File: src/common/des_pkg.sv
package des_pkg;

    localparam int DES_ROUNDS = 8;
    localparam int RND_W      = $clog2(DES_ROUNDS + 1);
    localparam int SWEEP_BITS = 8;                        // 256 plaintexts per sweep
    localparam int SWEEP_LAST = (1 << SWEEP_BITS) - 1;

    // APB register map
    localparam logic [7:0] REG_CMD         = 8'h00;
    localparam logic [7:0] REG_STATUS      = 8'h04;
    localparam logic [7:0] REG_REGION      = 8'h08;
    localparam logic [7:0] REG_KEY_LO      = 8'h0C;
    localparam logic [7:0] REG_KEY_HI      = 8'h10;
    localparam logic [7:0] REG_MASK_IN_LO  = 8'h14;
    localparam logic [7:0] REG_MASK_IN_HI  = 8'h18;
    localparam logic [7:0] REG_MASK_OUT_LO = 8'h1C;
    localparam logic [7:0] REG_MASK_OUT_HI = 8'h20;
    localparam logic [7:0] REG_HITS        = 8'h24;
    localparam logic [7:0] REG_CT_LO       = 8'h28;
    localparam logic [7:0] REG_CT_HI       = 8'h2C;
    localparam logic [7:0] REG_COUNT       = 8'h30;

    typedef enum logic [1:0] {
        CMD_START   = 2'd0,
        CMD_TEST    = 2'd1,
        CMD_ADVANCE = 2'd2,
        CMD_RESTART = 2'd3
    } search_cmd_e;

    typedef enum logic [2:0] {
        ST_IDLE,
        ST_LAUNCH,
        ST_WAIT,
        ST_DONE,
        ST_TEST_LAUNCH,
        ST_TEST_WAIT,
        ST_TEST_HOLD
    } search_state_e;

    // Bit positions count from 1 at the MSB, as in the DES standard
    localparam int IP_TABLE [64] = '{
        58, 50, 42, 34, 26, 18, 10, 2, 60, 52, 44, 36, 28, 20, 12, 4,
        62, 54, 46, 38, 30, 22, 14, 6, 64, 56, 48, 40, 32, 24, 16, 8,
        57, 49, 41, 33, 25, 17,  9, 1, 59, 51, 43, 35, 27, 19, 11, 3,
        61, 53, 45, 37, 29, 21, 13, 5, 63, 55, 47, 39, 31, 23, 15, 7
    };

    localparam int FP_TABLE [64] = '{
        40, 8, 48, 16, 56, 24, 64, 32, 39, 7, 47, 15, 55, 23, 63, 31,
        38, 6, 46, 14, 54, 22, 62, 30, 37, 5, 45, 13, 53, 21, 61, 29,
        36, 4, 44, 12, 52, 20, 60, 28, 35, 3, 43, 11, 51, 19, 59, 27,
        34, 2, 42, 10, 50, 18, 58, 26, 33, 1, 41,  9, 49, 17, 57, 25
    };

    localparam int E_TABLE [48] = '{
        32,  1,  2,  3,  4,  5,  4,  5,  6,  7,  8,  9,
         8,  9, 10, 11, 12, 13, 12, 13, 14, 15, 16, 17,
        16, 17, 18, 19, 20, 21, 20, 21, 22, 23, 24, 25,
        24, 25, 26, 27, 28, 29, 28, 29, 30, 31, 32,  1
    };

    localparam int P_TABLE [32] = '{
        16,  7, 20, 21, 29, 12, 28, 17,  1, 15, 23, 26,  5, 18, 31, 10,
         2,  8, 24, 14, 32, 27,  3,  9, 19, 13, 30,  6, 22, 11,  4, 25
    };

    // One 64-bit word per S-box row, column 0 in the top nibble
    localparam logic [63:0] SBOX_TABLE [8][4] = '{
        '{64'hE4D12FB83A6C5907, 64'h0F74E2D1A6CB9538, 64'h41E8D62BFC973A50, 64'hFC8249175B3EA06D},
        '{64'hF18E6B34972DC05A, 64'h3D47F28EC01A69B5, 64'h0E7BA4D158C6932F, 64'hD8A13F42B67C05E9},
        '{64'hA09E63F51DC7B428, 64'hD70934A6285ECBF1, 64'hD6498F30B12C5AE7, 64'h1AD069874FE3B52C},
        '{64'h7DE3069A1285BC4F, 64'hD8B56F03472C1AE9, 64'hA690CB7DF13E5284, 64'h3F06A1D8945BC72E},
        '{64'h2C417AB6853FD0E9, 64'hEB2C47D150FA3986, 64'h421BAD78F9C5630E, 64'hB8C71E2D6F09A453},
        '{64'hC1AF92680D34E75B, 64'hAF427C9561DE0B38, 64'h9EF528C3704A1DB6, 64'h432C95FABE17608D},
        '{64'h4B2EF08D3C975A61, 64'hD0B7491AE35C2F86, 64'h14BDC37EAF680592, 64'h6BD814A7950FE23C},
        '{64'hD2846FB1A93E50C7, 64'h1FD8A374C56B0E92, 64'h7B419CE206ADF358, 64'h21E74A8DFC90356B}
    };

endpackage
File: src/logic/des_search_top.sv
`timescale 1ns/1ps

module des_search_top (
    input  logic        clk,
    input  logic        rst_n,
    input  logic [7:0]  paddr,
    input  logic        psel,
    input  logic        penable,
    input  logic        pwrite,
    input  logic [31:0] pwdata,
    output logic [31:0] prdata,
    output logic        pready,
    output logic        pslverr
);

    logic [31:0] region;
    logic [47:0] round_key;
    logic [63:0] mask_in;
    logic [63:0] mask_out;
    logic        cmd_start;
    logic        cmd_test;
    logic        cmd_advance;
    logic        cmd_restart;
    logic        busy;
    logic        done;
    logic        step_ready;
    logic        core_start;
    logic        core_done;
    logic [63:0] plaintext;
    logic [63:0] ciphertext;
    logic        tally_clear;
    logic        tally_sample;
    logic [31:0] hits;
    logic [31:0] count;

    search_regs i_search_regs (
        .clk         (clk),
        .rst_n       (rst_n),
        .paddr       (paddr),
        .psel        (psel),
        .penable     (penable),
        .pwrite      (pwrite),
        .pwdata      (pwdata),
        .busy        (busy),
        .done        (done),
        .step_ready  (step_ready),
        .hits        (hits),
        .count       (count),
        .ciphertext  (ciphertext),
        .prdata      (prdata),
        .pready      (pready),
        .pslverr     (pslverr),
        .region      (region),
        .round_key   (round_key),
        .mask_in     (mask_in),
        .mask_out    (mask_out),
        .cmd_start   (cmd_start),
        .cmd_test    (cmd_test),
        .cmd_advance (cmd_advance),
        .cmd_restart (cmd_restart)
    );

    search_ctrl i_search_ctrl (
        .clk          (clk),
        .rst_n        (rst_n),
        .cmd_start    (cmd_start),
        .cmd_test     (cmd_test),
        .cmd_advance  (cmd_advance),
        .cmd_restart  (cmd_restart),
        .region       (region),
        .core_done    (core_done),
        .core_start   (core_start),
        .plaintext    (plaintext),
        .tally_clear  (tally_clear),
        .tally_sample (tally_sample),
        .busy         (busy),
        .done         (done),
        .step_ready   (step_ready)
    );

    des_round_core i_des_round_core (
        .clk        (clk),
        .rst_n      (rst_n),
        .start      (core_start),
        .plaintext  (plaintext),
        .round_key  (round_key),
        .done       (core_done),
        .ciphertext (ciphertext)
    );

    bias_tally i_bias_tally (
        .clk        (clk),
        .rst_n      (rst_n),
        .clear      (tally_clear),
        .sample     (tally_sample),
        .plaintext  (plaintext),
        .ciphertext (ciphertext),
        .mask_in    (mask_in),
        .mask_out   (mask_out),
        .hits       (hits),
        .count      (count)
    );

endmodule

File: src/logic/search_ctrl.sv
`timescale 1ns/1ps

module search_ctrl import des_pkg::*; (
    input  logic        clk,
    input  logic        rst_n,
    input  logic        cmd_start,
    input  logic        cmd_test,
    input  logic        cmd_advance,
    input  logic        cmd_restart,
    input  logic [31:0] region,
    input  logic        core_done,
    output logic        core_start,
    output logic [63:0] plaintext,
    output logic        tally_clear,
    output logic        tally_sample,
    output logic        busy,
    output logic        done,
    output logic        step_ready
);

    search_state_e         state;
    logic [SWEEP_BITS-1:0] index;
    logic                  core_busy;   // Core still working, possibly on an abandoned block
    logic                  can_start;

    assign can_start    = (state == ST_IDLE) || (state == ST_DONE);
    assign plaintext    = {region, {(32 - SWEEP_BITS){1'b0}}, index};
    assign tally_clear  = cmd_restart || (can_start && (cmd_start || cmd_test));
    assign tally_sample = core_done && !cmd_restart &&
                          (state == ST_WAIT || state == ST_TEST_WAIT);

    assign busy       = state inside {ST_LAUNCH, ST_WAIT, ST_TEST_LAUNCH, ST_TEST_WAIT};
    assign done       = (state == ST_DONE);
    assign step_ready = (state == ST_TEST_HOLD);

    always_ff @(posedge clk) begin
        if (!rst_n) begin
            state      <= ST_IDLE;
            index      <= '0;
            core_start <= 1'b0;
            core_busy  <= 1'b0;
        end else begin
            core_start <= 1'b0;
            if (core_start) begin
                core_busy <= 1'b1;
            end else if (core_done) begin
                core_busy <= 1'b0;
            end

            if (cmd_restart) begin
                state <= ST_IDLE;
                index <= '0;
            end else begin
                case (state)
                    ST_IDLE, ST_DONE: begin
                        if (cmd_start) begin
                            index <= '0;
                            state <= ST_LAUNCH;
                        end else if (cmd_test) begin
                            index <= '0;
                            state <= ST_TEST_LAUNCH;
                        end
                    end
                    ST_LAUNCH, ST_TEST_LAUNCH: begin
                        if (!core_busy) begin
                            core_start <= 1'b1;
                            state      <= (state == ST_LAUNCH) ? ST_WAIT : ST_TEST_WAIT;
                        end
                    end
                    ST_WAIT: begin
                        if (core_done) begin
                            if (index == SWEEP_BITS'(SWEEP_LAST)) begin
                                state <= ST_DONE;          // Last ciphertext stays in the core
                            end else begin
                                index <= index + 1'b1;
                                state <= ST_LAUNCH;
                            end
                        end
                    end
                    ST_TEST_WAIT: if (core_done) state <= ST_TEST_HOLD;
                    ST_TEST_HOLD: begin
                        if (cmd_advance) begin
                            index <= index + 1'b1;
                            state <= ST_TEST_LAUNCH;
                        end
                    end
                    default: state <= ST_IDLE;
                endcase
            end
        end
    end

    assert property (@(posedge clk) disable iff (!rst_n)
        core_start |-> $past(state == ST_LAUNCH || state == ST_TEST_LAUNCH));

endmodule

File: src/logic/search_regs.sv
`timescale 1ns/1ps

module search_regs import des_pkg::*; (
    input  logic        clk,
    input  logic        rst_n,
    input  logic [7:0]  paddr,
    input  logic        psel,
    input  logic        penable,
    input  logic        pwrite,
    input  logic [31:0] pwdata,
    input  logic        busy,
    input  logic        done,
    input  logic        step_ready,
    input  logic [31:0] hits,
    input  logic [31:0] count,
    input  logic [63:0] ciphertext,
    output logic [31:0] prdata,
    output logic        pready,
    output logic        pslverr,
    output logic [31:0] region,
    output logic [47:0] round_key,
    output logic [63:0] mask_in,
    output logic [63:0] mask_out,
    output logic        cmd_start,
    output logic        cmd_test,
    output logic        cmd_advance,
    output logic        cmd_restart
);

    logic access;
    logic mapped;
    logic rd_only;
    logic wr_ok;

    assign access  = psel && penable;
    assign pready  = 1'b1;                           // Zero wait states
    assign pslverr = access && (!mapped || (pwrite && rd_only));
    assign wr_ok   = access && pwrite && mapped && !rd_only;

    always_comb begin
        mapped  = 1'b1;
        rd_only = 1'b0;
        prdata  = '0;
        case (paddr)
            REG_CMD:         prdata = '0;            // Write only, reads zero
            REG_STATUS: begin
                prdata  = {29'd0, step_ready, done, busy};
                rd_only = 1'b1;
            end
            REG_REGION:      prdata = region;
            REG_KEY_LO:      prdata = round_key[31:0];
            REG_KEY_HI:      prdata = {16'd0, round_key[47:32]};
            REG_MASK_IN_LO:  prdata = mask_in[31:0];
            REG_MASK_IN_HI:  prdata = mask_in[63:32];
            REG_MASK_OUT_LO: prdata = mask_out[31:0];
            REG_MASK_OUT_HI: prdata = mask_out[63:32];
            REG_HITS, REG_CT_LO, REG_CT_HI, REG_COUNT: begin
                rd_only = 1'b1;
                prdata  = (paddr == REG_HITS)  ? hits :
                          (paddr == REG_COUNT) ? count :
                          (paddr == REG_CT_LO) ? ciphertext[31:0] : ciphertext[63:32];
            end
            default:         mapped = 1'b0;
        endcase
    end

    // Configuration registers
    always_ff @(posedge clk) begin
        if (!rst_n) begin
            region    <= '0;
            round_key <= '0;
            mask_in   <= '0;
            mask_out  <= '0;
        end else if (wr_ok) begin
            case (paddr)
                REG_REGION:      region           <= pwdata;
                REG_KEY_LO:      round_key[31:0]  <= pwdata;
                REG_KEY_HI:      round_key[47:32] <= pwdata[15:0];
                REG_MASK_IN_LO:  mask_in[31:0]    <= pwdata;
                REG_MASK_IN_HI:  mask_in[63:32]   <= pwdata;
                REG_MASK_OUT_LO: mask_out[31:0]   <= pwdata;
                REG_MASK_OUT_HI: mask_out[63:32]  <= pwdata;
                default: ;
            endcase
        end
    end

    // One pulse per command write, the cycle after the access phase
    always_ff @(posedge clk) begin
        if (!rst_n) begin
            {cmd_start, cmd_test, cmd_advance, cmd_restart} <= 4'b0000;
        end else begin
            {cmd_start, cmd_test, cmd_advance, cmd_restart} <= 4'b0000;
            if (wr_ok && paddr == REG_CMD) begin
                case (search_cmd_e'(pwdata[1:0]))
                    CMD_START:   cmd_start   <= 1'b1;
                    CMD_TEST:    cmd_test    <= 1'b1;
                    CMD_ADVANCE: cmd_advance <= 1'b1;
                    CMD_RESTART: cmd_restart <= 1'b1;
                endcase
            end
        end
    end

    assert property (@(posedge clk) disable iff (!rst_n)
        $onehot0({cmd_start, cmd_test, cmd_advance, cmd_restart}));

endmodule

File: src/logic/bias_tally.sv
`timescale 1ns/1ps

module bias_tally (
    input  logic        clk,
    input  logic        rst_n,
    input  logic        clear,
    input  logic        sample,
    input  logic [63:0] plaintext,
    input  logic [63:0] ciphertext,
    input  logic [63:0] mask_in,
    input  logic [63:0] mask_out,
    output logic [31:0] hits,
    output logic [31:0] count
);

    logic bias_bit;

    // Linear approximation holds when this is zero
    assign bias_bit = ^(plaintext & mask_in) ^ ^(ciphertext & mask_out);

    always_ff @(posedge clk) begin
        if (!rst_n || clear) begin
            hits  <= '0;
            count <= '0;
        end else if (sample) begin
            count <= count + 1'b1;
            if (!bias_bit) begin
                hits <= hits + 1'b1;
            end
        end
    end

    assert property (@(posedge clk) disable iff (!rst_n) !(sample && clear));

endmodule

File: src/des_core/des_round_core.sv
`timescale 1ns/1ps

module des_round_core import des_pkg::*; (
    input  logic        clk,
    input  logic        rst_n,
    input  logic        start,
    input  logic [63:0] plaintext,
    input  logic [47:0] round_key,
    output logic        done,
    output logic [63:0] ciphertext
);

    logic [31:0]      l_q;
    logic [31:0]      r_q;
    logic [31:0]      r_next;
    logic [RND_W-1:0] round_cnt;
    logic             busy;
    logic             last_round;

    function automatic logic [63:0] ip_perm(input logic [63:0] din);
        logic [63:0] dout;
        for (int i = 0; i < 64; i++) begin
            dout[63-i] = din[64-IP_TABLE[i]];
        end
        return dout;
    endfunction

    function automatic logic [63:0] fp_perm(input logic [63:0] din);
        logic [63:0] dout;
        for (int i = 0; i < 64; i++) begin
            dout[63-i] = din[64-FP_TABLE[i]];
        end
        return dout;
    endfunction

    // Expansion, key mix, S-boxes, P
    function automatic logic [31:0] feistel(input logic [31:0] r, input logic [47:0] k);
        logic [47:0] x;
        logic [5:0]  six;
        logic [31:0] s_out;
        logic [31:0] f;
        for (int i = 0; i < 48; i++) begin
            x[47-i] = r[32-E_TABLE[i]];
        end
        x = x ^ k;
        for (int b = 0; b < 8; b++) begin
            six = x[47-6*b -: 6];
            s_out[31-4*b -: 4] = SBOX_TABLE[b][{six[5], six[0]}][63-4*six[4:1] -: 4];
        end
        for (int i = 0; i < 32; i++) begin
            f[31-i] = s_out[32-P_TABLE[i]];
        end
        return f;
    endfunction

    assign r_next     = l_q ^ feistel(r_q, round_key);
    assign last_round = busy && (round_cnt == RND_W'(DES_ROUNDS - 1));

    always_ff @(posedge clk) begin
        if (!rst_n) begin
            busy       <= 1'b0;
            round_cnt  <= '0;
            done       <= 1'b0;
            ciphertext <= '0;
        end else begin
            done <= last_round;
            if (start) begin
                busy      <= 1'b1;
                round_cnt <= '0;
            end else if (busy) begin
                round_cnt <= round_cnt + 1'b1;
                if (last_round) begin
                    busy       <= 1'b0;
                    ciphertext <= fp_perm({r_q, r_next}); // Halves kept in place, no swap
                end
            end
        end
    end

    // Half registers
    always_ff @(posedge clk) begin
        if (start) begin
            {l_q, r_q} <= ip_perm(plaintext);
        end else if (busy) begin
            l_q <= r_q;
            r_q <= r_next;
        end
    end

    assert property (@(posedge clk) disable iff (!rst_n) done |=> !done);

    // A new block must wait for the previous one to finish its rounds
    assert property (@(posedge clk) disable iff (!rst_n) start |=> !start throughout last_round [->1]);

endmodule

File: config.mk
export PLATFORM = sky130hd
export DESIGN_NAME = des_search_top
export DESIGN_NICKNAME = d
export VERILOG_FILES = /design/src/common/des_pkg.sv /design/src/logic/des_search_top.sv /design/src/logic/search_ctrl.sv /design/src/logic/search_regs.sv /design/src/logic/bias_tally.sv /design/src/des_core/des_round_core.sv
export SDC_FILE = /design/constraint.sdc
export NUM_CORES = 1
export LEC_CHECK = 0
export BUFFER_PORTS_ARGS = -buffer_cell sky130_fd_sc_hd__buf_4
export CORE_UTILIZATION = 62
export DETAILED_ROUTE_END_ITERATION = 8
export PLACE_DENSITY = 0.8
export SLEW_MARGIN = 25
export SYNTH_ARGS = -nofsm -noshare
export SYNTH_HDL_FRONTEND = slang
export SYNTH_SLANG_ARGS = --single-unit
File: constraint.sdc
create_clock -name clk -period 4.58 [get_ports clk]
set_input_delay 0.916 -clock clk [delete_from_list [all_inputs] [get_ports clk]]
set_output_delay 0.916 -clock clk [all_outputs]
set_load 0.05 [all_outputs]
==> summary.txt, run 1 <==
CP Class = input port to output port
Root Driver = clkbuf_16
CTS Sinks = 423
Initial antenna violation count = 2
R2R Setup Slk = 0.85 ns
Post-CTS Hold Buffers = 0
Vias after detailed routing = 24202
Initial Utilization = 0.630
Clk_lat worst skew = 0.57 ns
Critical Path Max Stage Delay = 0.55 ns
Worst EP arrival = 3.28 ns
Max-cap viol count = 0
Worst Setup Start Kind = input port
RSZ-0062 raised after global routing = no
Final setup vio count = 0
Worst-margin pin slew = 1.05 ns
Top post-synthesis cells by count = nand2_1, a21oi_1, dfxtp_1, nor2_1, clkbuf_1
Synth unique cells = 74
Layout cells sized above 1 = 0.0889
Sequential share of the synthesized area = 0.363
GPL Wtd Cong = 1.04
Vias per cell = 6.57
Fmax = 0.238 GHz
Setup_tns = 0 ns
Synthesized instance count = 3154
Clk slew on worst S/H paths = 0.07 ns
Outcome = finished, final reports clean
Buf/Inv on CP = 3
Largest net degree at the start of global routing = 126
WL per Instance = 23.6 um
Worst Path Max Fanout = 23
Post-layout total power = 7.90 mW
Cts repair resizes = 0
Hold/Removal Path Class = flop to flop
NumNets Final = 3240
Worst-path cell chain = buf_4 > nor2_1 > nand3b_1 > or2_2 > buf_12 > mux2i_1 > a211oi_1 > a21oi_1 > o21ai_0 > buf_4
Synth-to-layout area growth = 10.2%
Family with the most delay on the worst path = simple AND/OR/NAND/NOR gates
Reg-to-Reg End = i_bias_tally.hits[21]$_SDFFE_PP0P_
Remaining DRCs = 0
Hold endpoint = i_search_regs.mask_in[13]$_SDFFE_PN0P_
Flip-flop and latch count after synthesis = 423
Synth Net Count = 3265
H-tree levels = 2
Post CTS Setup Buffer Count = 0
Share of the synthesized area in the top cell type = 0.314
Reg-to-reg startpoint = i_search_regs.region[2]$_SDFFE_PN0P_
Ys Warns = 0
First-pass GRT wire length = 131000 um
Min-Delay Path Depth = 2
Post-synth ARST share = 0
CP most frequent cell = buf_4
Drt pass-1 iters = 9
Port-buffer cells = 77
Worst Path Required = 3.66 ns
Core Util, Final = 0.695
CTS tree = built
Hold Violations, Final = 0
Gr ovfl total = 0
Hold Path Origin = i_search_regs.mask_in[13]$_SDFFE_PN0P_
Post-synth EDFFs = 40
Tot GR Track Use = 0.422
ANT nets after route = 0
Final wirelength = 86900 um
Ranking of synthesized cells by area = dfxtp_1, nand2_1, a21oi_1
Cell depth of the worst flop-to-flop path = 10
Leakage = 9.55 nW
Ys flop type = dfxtp_1
Final Slew Violations = 0
Pwr/cell area = 294 nW/um^2
Die Height = 200 um
Syn_area_per_cell = 7.74 um^2
Die Area = 40200 um^2
VDD IR max = 0.287 mV
Detailed placement HPWL = 62600 um
Minimum clock period = 4.20 ns
Post-Synthesis Cell Area = 24400 um^2
Cts bufs inserted = 43
Worst slew margin = 0.300
Clk_skew = 0.0297 ns
Core area = 38700 um^2
Final period util = 0.916
Iteration-0 DRC count of the detailed router = 3414
Worst setup EP type = output port
Most frequent cell after synthesis = nand2_1
Number of global-route vias before repair = 22064
Worst-case clock buffer depth = 3
Area leader, netlist = dfxtp_1
I/O pin cnt = 79
Std-Cell Rows = 72
Worst path slowest cell = or2_2
Chip width = 200 um
## worst max-delay path by stage
stage                         from          to  slack (ns)  cells past startpoint
after floorplan           paddr[7]  prdata[16]        0.12                      9
final                     paddr[7]  prdata[24]        0.38                     10
after global routing      paddr[1]  prdata[24]        0.23                     10
after global placement    paddr[7]  prdata[18]        0.47                     10
after detailed placement  paddr[7]   prdata[1]        0.44                     10
after CTS                 paddr[7]  prdata[20]        0.39                     10
## final cells by class
type	instances	area, um^2
Clock buffer	58	1180
Fill cell	3173	11800
Multi-Input combinational cell	2485	14700
Sequential cell	423	8870
Clock inverter	20	204
Tap cell	518	648
Timing Repair Buffer	149	1190
Antenna cell	1	2.50
Inverter	27	109
## cells in the final DEF, fill, tap and decap left out, drive strengths merged, types with 7 or more instances in the layout
cell,n
nor2b,11
nand2b,7
and2,10
nand2,785
ha,66
a221oi,27
xnor2,167
mux4,18
a211oi,67
a21oi,383
o21ai,114
nor4b,8
clkbuf,58
nor2,258
o211ai,34
nand3,42
buf,149
dfxtp,383
o2111ai,13
a22o,33
a31oi,14
o31ai,7
mux2i,56
edfxtp,40
a22oi,60
or3,9
nand4,14
clkinv,14
a21o,7
o22ai,8
nor3,39
inv,28
xor2,107
nor4,20
a222oi,13
and3,20
## registers in the layout, indices dropped and copies added, names as in the netlist
register / cells
i_search_ctrl.core_busy: 1
i_search_regs.cmd_start: 1
i_des_round_core.l_q: 32
i_des_round_core.done: 1
i_search_regs.mask_out: 64
i_search_regs.cmd_restart: 1
i_bias_tally.hits: 32
i_search_ctrl.state: 3
i_search_regs.mask_in: 64
i_des_round_core.round_cnt: 4
i_bias_tally.count: 32
i_des_round_core.busy: 1
i_des_round_core.r_q: 32
i_search_ctrl.index: 8
i_search_regs.cmd_advance: 1
i_search_regs.cmd_test: 1
i_search_regs.round_key: 48
i_search_ctrl.core_start: 1
i_des_round_core.ciphertext: 64
i_search_regs.region: 32
## metrics by stage
step	std cells	worst slack, ns	cell area, um^2	hold WS [ns]
after floorplan	3154	0.123	24400	0.436
after global routing	3680	0.226	26900	0.472
final	3681	0.385	26900	0.459
after detailed placement	3602	0.440	25500	0.449
after global placement	3602	0.471	25500	0.442
after CTS	3680	0.392	26900	0.457
## where the power goes
part	internal, mW	leakage [nW]	switching, mW
clock	2.04	0.683	1.52
sequential	3.74	3.54	0.0218
combinational	0.201	5.32	0.382
## routing by layer
metal,share of wire,track usage
met3,0.11,0.0820
met4,0.083,0.297
met5,0.00012,0
met2,0.44,0.653
met1,0.37,0.532
## cells by family (layout without fill, tap and decap cells)
kind of cell / after synthesis / after routing / synth area share
buffers and inverters: 246 / 254 / 0.0389
xor gates and xnor gates: 276 / 276 / 0.100
AOI/OAI and AO/OA: 820 / 820 / 0.207
muxes: 76 / 76 / 0.0405
DFF: 423 / 423 / 0.363
other: 1 / 2 / 0.000154
adders and majority gates: 66 / 66 / 0.0338
and+or+nand+nor: 1246 / 1246 / 0.216
## worst min-delay path: cells and delay by family, from the launching register on
kind	cells	cell delay (ns)
AND/OR/NAND/NOR	1	0.05
flip-flops	1	0.31
AO/OA/AOI/OAI	1	0.05
(Power assumes the default switching activity.)
==> inputs of run 2 (changes only) <==
--- a/config.mk
+++ b/config.mk
@@ -8,8 +8,9 @@
 export BUFFER_PORTS_ARGS = -buffer_cell sky130_fd_sc_hd__buf_4
 export CORE_UTILIZATION = 62
 export DETAILED_ROUTE_END_ITERATION = 8
-export PLACE_DENSITY = 0.8
+export PLACE_DENSITY = 0.79
 export SLEW_MARGIN = 25
 export SYNTH_ARGS = -nofsm -noshare
 export SYNTH_HDL_FRONTEND = slang
+export SYNTH_HIERARCHICAL = 1
 export SYNTH_SLANG_ARGS = --single-unit
==> run 2 against run 1 <==
Final cell count increased by 6.9%. Fmax fell by 0.14%. Sequential share of layout area shrank 3.2 points. First-iteration DRC count rose by 42%. Area after synthesis is 16% higher. Clock-buffer cell count up 1. Global-route usage increased by 5.6 points. Utilization fell by 1.9 points. Register-to-register slack got worse by 0.47 ns. Largest power group is now combinational cells.
==> summary.txt, run 2 <==
Final setup vio count = 0 (unchanged)
Gr ovfl total = 0 (unchanged)
Iteration-0 DRC count of the detailed router = 4844 (+42%)
Initial Utilization = 0.628 (-0.00229)
Final Slew Violations = 0 (unchanged)
Worst-path cell chain = nand2b_4 > mux2_2 > nor3b_1 > nand4_1 > nor2_1 > and4_1 > inv_1 > nor2_1 > nand4_1 > or3_1 > a21oi_1
Biggest regs = i_des_round_core/ciphertext (64), i_search_regs/mask_in (64), i_search_regs/mask_out (64)
WL per Instance = 29.2 um (+24%)
GPL Wtd Cong = 1.06 (+1.6%)
Flip-flop and latch count after synthesis = 423 (unchanged)
Syn_area_per_cell = 8.51 um^2 (+9.9%)
Synth unique cells = 108 (+46%)
Sequential share of the synthesized area = 0.320 (-0.0429)
Pwr/cell area = 417 nW/um^2 (+42%)
Synthesized instance count = 3342 (+6.0%)
Worst slew margin = 0.281 (-0.0188)
Fmax = 0.238 GHz (-0.14%)
Hold Violations, Final = 0 (unchanged)
Ys flop type = dfxtp_1
Port-buffer cells = 77 (unchanged)
Commonest non-fill, non-tap cell in the layout = nand2_1
NumNets Final = 3410 (+5.2%)
ANT nets after route = 0 (unchanged)
Clk_skew = 0.0206 ns (-0.00912 ns)
VDD IR max = 0.336 mV (+17%)
Area leader, netlist = dfxtp_1
Core area = 45300 um^2 (+17%)
Share of the synthesized area in the top cell type = 0.253 (-0.0613)
Worst setup startpoint = i_search_ctrl/state[1]$_SDFFE_PP0P_
Clk_lat worst skew = 0.60 ns (+0.03 ns)
Synth-to-layout area growth = 7.58%
Worst Path Required = 5.08 ns (+1.42 ns)
Register Area = 9110 um^2 (+2.7%)
RSZ-0062 raised after global routing = no
Die Height = 216 um (+7.8%)
CP Class = flop to flop
Post-Synthesis Cell Area = 28400 um^2 (+16%)
Remaining DRCs = 0 (unchanged)
Post-synth ARST share = 0 (unchanged)
Sequential share of power = 0.344 (-0.132)
Critical Path Max Stage Delay = 0.67 ns (+0.12 ns)
CTS tree = built
Ranking of synthesized cells by area = dfxtp_1, nand2_1, edfxtp_1
Worst-case clock buffer depth = 3 (unchanged)
Cts bufs inserted = 44 (+2.3%)
Hold/Removal Path Class = flop to flop
Sw Pwr = 4.73 mW (+150%)
Vias per cell = 6.99 (+6.4%)
Clock Power Share = 0.292 (-0.158)
I/O pin cnt = 79 (unchanged)
Final wirelength = 115000 um (+32%)
Reg-to-Reg End = i_bias_tally/count[30]$_SDFFE_PP0P_
Initial antenna violation count = 2 (unchanged)
Worst path slowest cell = dfxtp_1
Post-synth EDFFs = 64 (+60%)
Buf/Inv on CP = 1 (-2)
Worst Setup Start Kind = flop
Detailed placement HPWL = 85300 um (+36%)
First-pass GRT wire length = 167000 um (+27%)
Reg-to-reg startpoint = i_search_ctrl/state[1]$_SDFFE_PP0P_
Die Area = 46700 um^2 (+16%)
Cts repair resizes = 0 (unchanged)
Chip width = 216 um (+7.8%)
Final period util = 0.917 (+0.00128)
Outcome = finished, final reports clean
Commonest non-fill, non-tap cells in the layout = nand2_1, dfxtp_1, a21boi_1
Drt pass-1 iters = 8 (-1)
Std-Cell Rows = 78 (+8.3%)
Vias after detailed routing = 27518 (+14%)
Post-CTS Hold Buffers = 0 (unchanged)
CTS Sinks = 423 (unchanged)
Root Driver = clkbuf_16
Post CTS Setup Buffer Count = 0 (unchanged)
Max-cap viol count = 0 (unchanged)
H-tree levels = 2 (unchanged)
Tot GR Track Use = 0.479 (+0.0561)
Switching Share = 0.370 (+0.126)
Number of global-route vias before repair = 25526 (+16%)
Family with the most delay on the worst path = simple AND/OR/NAND/NOR gates
Top post-synthesis cells by count = nand2_1, dfxtp_1, a21boi_1, xnor2_1, nor2_1
Most frequent cell after synthesis = nand2_1
Portion of total power attributed to combinational logic = 0.364 (+0.290)
Leakage = 10.5 nW (+10%)
Largest net degree at the start of global routing = 108 (-14%)
# fillers = 3635 (+15%)
Core Util, Final = 0.676 (-0.0187)
Worst setup EP type = flop
Worst path depth = 11 (+1)
R2R Setup Slk = 0.38 ns (-0.47 ns)
Post-layout total power = 12.8 mW (+62%)
Minimum clock period = 4.20 ns (+0.00587 ns)
Worst EP arrival = 4.70 ns (+1.42 ns)
Area occupied by multi-input gates = 17800 um^2 (+21%)
Setup_tns = 0 ns (unchanged)
Setup crit end = i_bias_tally/count[30]$_SDFFE_PP0P_
Ys Warns = 6 (+6)
Worst Path Max Fanout = 15 (-35%)
Cell depth of the worst flop-to-flop path = 11 (+1)
Clk slew on worst S/H paths = 0.06 ns (about the same)
Int Power = 8.05 mW (+35%)
Layout cells sized above 1 = 0.129 (+0.0404)
Worst-margin pin slew = 1.07 ns (+0.0257 ns)
## run 2: cells by family (layout without fill, tap and decap cells)
logic type / after synthesis / count (layout) / share of synthesized area
muxes: 213 / 213 / 0.100
DFF: 423 / 423 / 0.320
adders and majority gates: 67 / 67 / 0.0295
and+or+nand+nor: 1248 / 1248 / 0.199
xor gates and xnor gates: 275 / 275 / 0.0910
buffers and inverters: 341 / 309 / 0.0624
other: 2 / 27 / 0.000264
AOI/OAI and AO/OA: 773 / 773 / 0.198
## run 2: how the worst min path moves through the flow
| stage | from | to | slack, ns | cells past startpoint |
|---|---|---|---|---|
| 6_report | i_search_regs/mask_out[15]$_SDFFE_PN0P_ | i_search_regs/mask_out[15]$_SDFFE_PN0P_ | 0.47 | 2 |
| 5_1_grt | i_search_regs/mask_out[28]$_SDFFE_PN0P_ | i_search_regs/mask_out[28]$_SDFFE_PN0P_ | 0.50 | 2 |
| 4_1_cts | i_search_regs/mask_out[15]$_SDFFE_PN0P_ | i_search_regs/mask_out[15]$_SDFFE_PN0P_ | 0.47 | 2 |
| 3_5_place_dp | i_search_regs/mask_out[15]$_SDFFE_PN0P_ | i_search_regs/mask_out[15]$_SDFFE_PN0P_ | 0.46 | 2 |
| 3_3_place_gp | i_search_regs/mask_out[2]$_SDFFE_PN0P_ | i_search_regs/mask_out[2]$_SDFFE_PN0P_ | 0.45 | 2 |
| 2_1_floorplan | i_search_ctrl/core_busy$_SDFFE_PN0P_ | i_search_ctrl/core_start$_SDFF_PP0_ | 0.41 | 1 |
## run 2: metrics by stage
stage	instances	setup slack (ns)	instance area, um^2	hold WS [ns]
after floorplan	3365	0.0880	28500	0.412
after global placement	3851	0.637	29000	0.452
after detailed placement	3852	0.525	29100	0.462
after CTS	3933	0.483	30600	0.468
after global routing	3933	0.0486	30600	0.496
final	3935	0.379	30600	0.472
## run 2: power by group through the flow
| stage | logic [mW] | registers (mW) | clock network (mW) |
|---|---|---|---|
| final | 4.65 | 4.39 | 3.73 |
| after detailed placement | 4.42 | 4.44 | 0 |
| after CTS | 4.47 | 4.36 | 3.72 |
| after global routing | 4.93 | 4.40 | 3.87 |
| after global placement | 4.26 | 4.42 | 0 |
| after floorplan | 3.33 | 4.31 | 0 |
## run 2: metal layers
metal | part of all wire | track usage
met4 | 0.065 | 0.269
met1 | 0.38 | 0.649
met2 | 0.41 | 0.680
met5 | 0.00011 | 0
met3 | 0.15 | 0.137
## run 2: cell type report
cell class / count / share of cell area
tap: 600 / 0.0245
clock buffer: 59 / 0.0412
sequential: 423 / 0.298
multi-input combinational: 2601 / 0.580
clock inverter: 22 / 0.00732
antenna: 2 / 0.000164
timing repair buffer: 162 / 0.0407
inverter: 66 / 0.00809
## run 2: worst register-to-register path, cell delays in order, from the launching register on
cell and delay, ns:
dfxtp_1 0.67, nand2b_4 0.18, mux2_2 0.29, nor3b_1 0.59, nand4_1 0.27, nor2_1 0.33, and4_1 0.41, inv_1 0.08
nor2_1 0.39, nand4_1 0.31, or3_1 0.42, a21oi_1 0.18
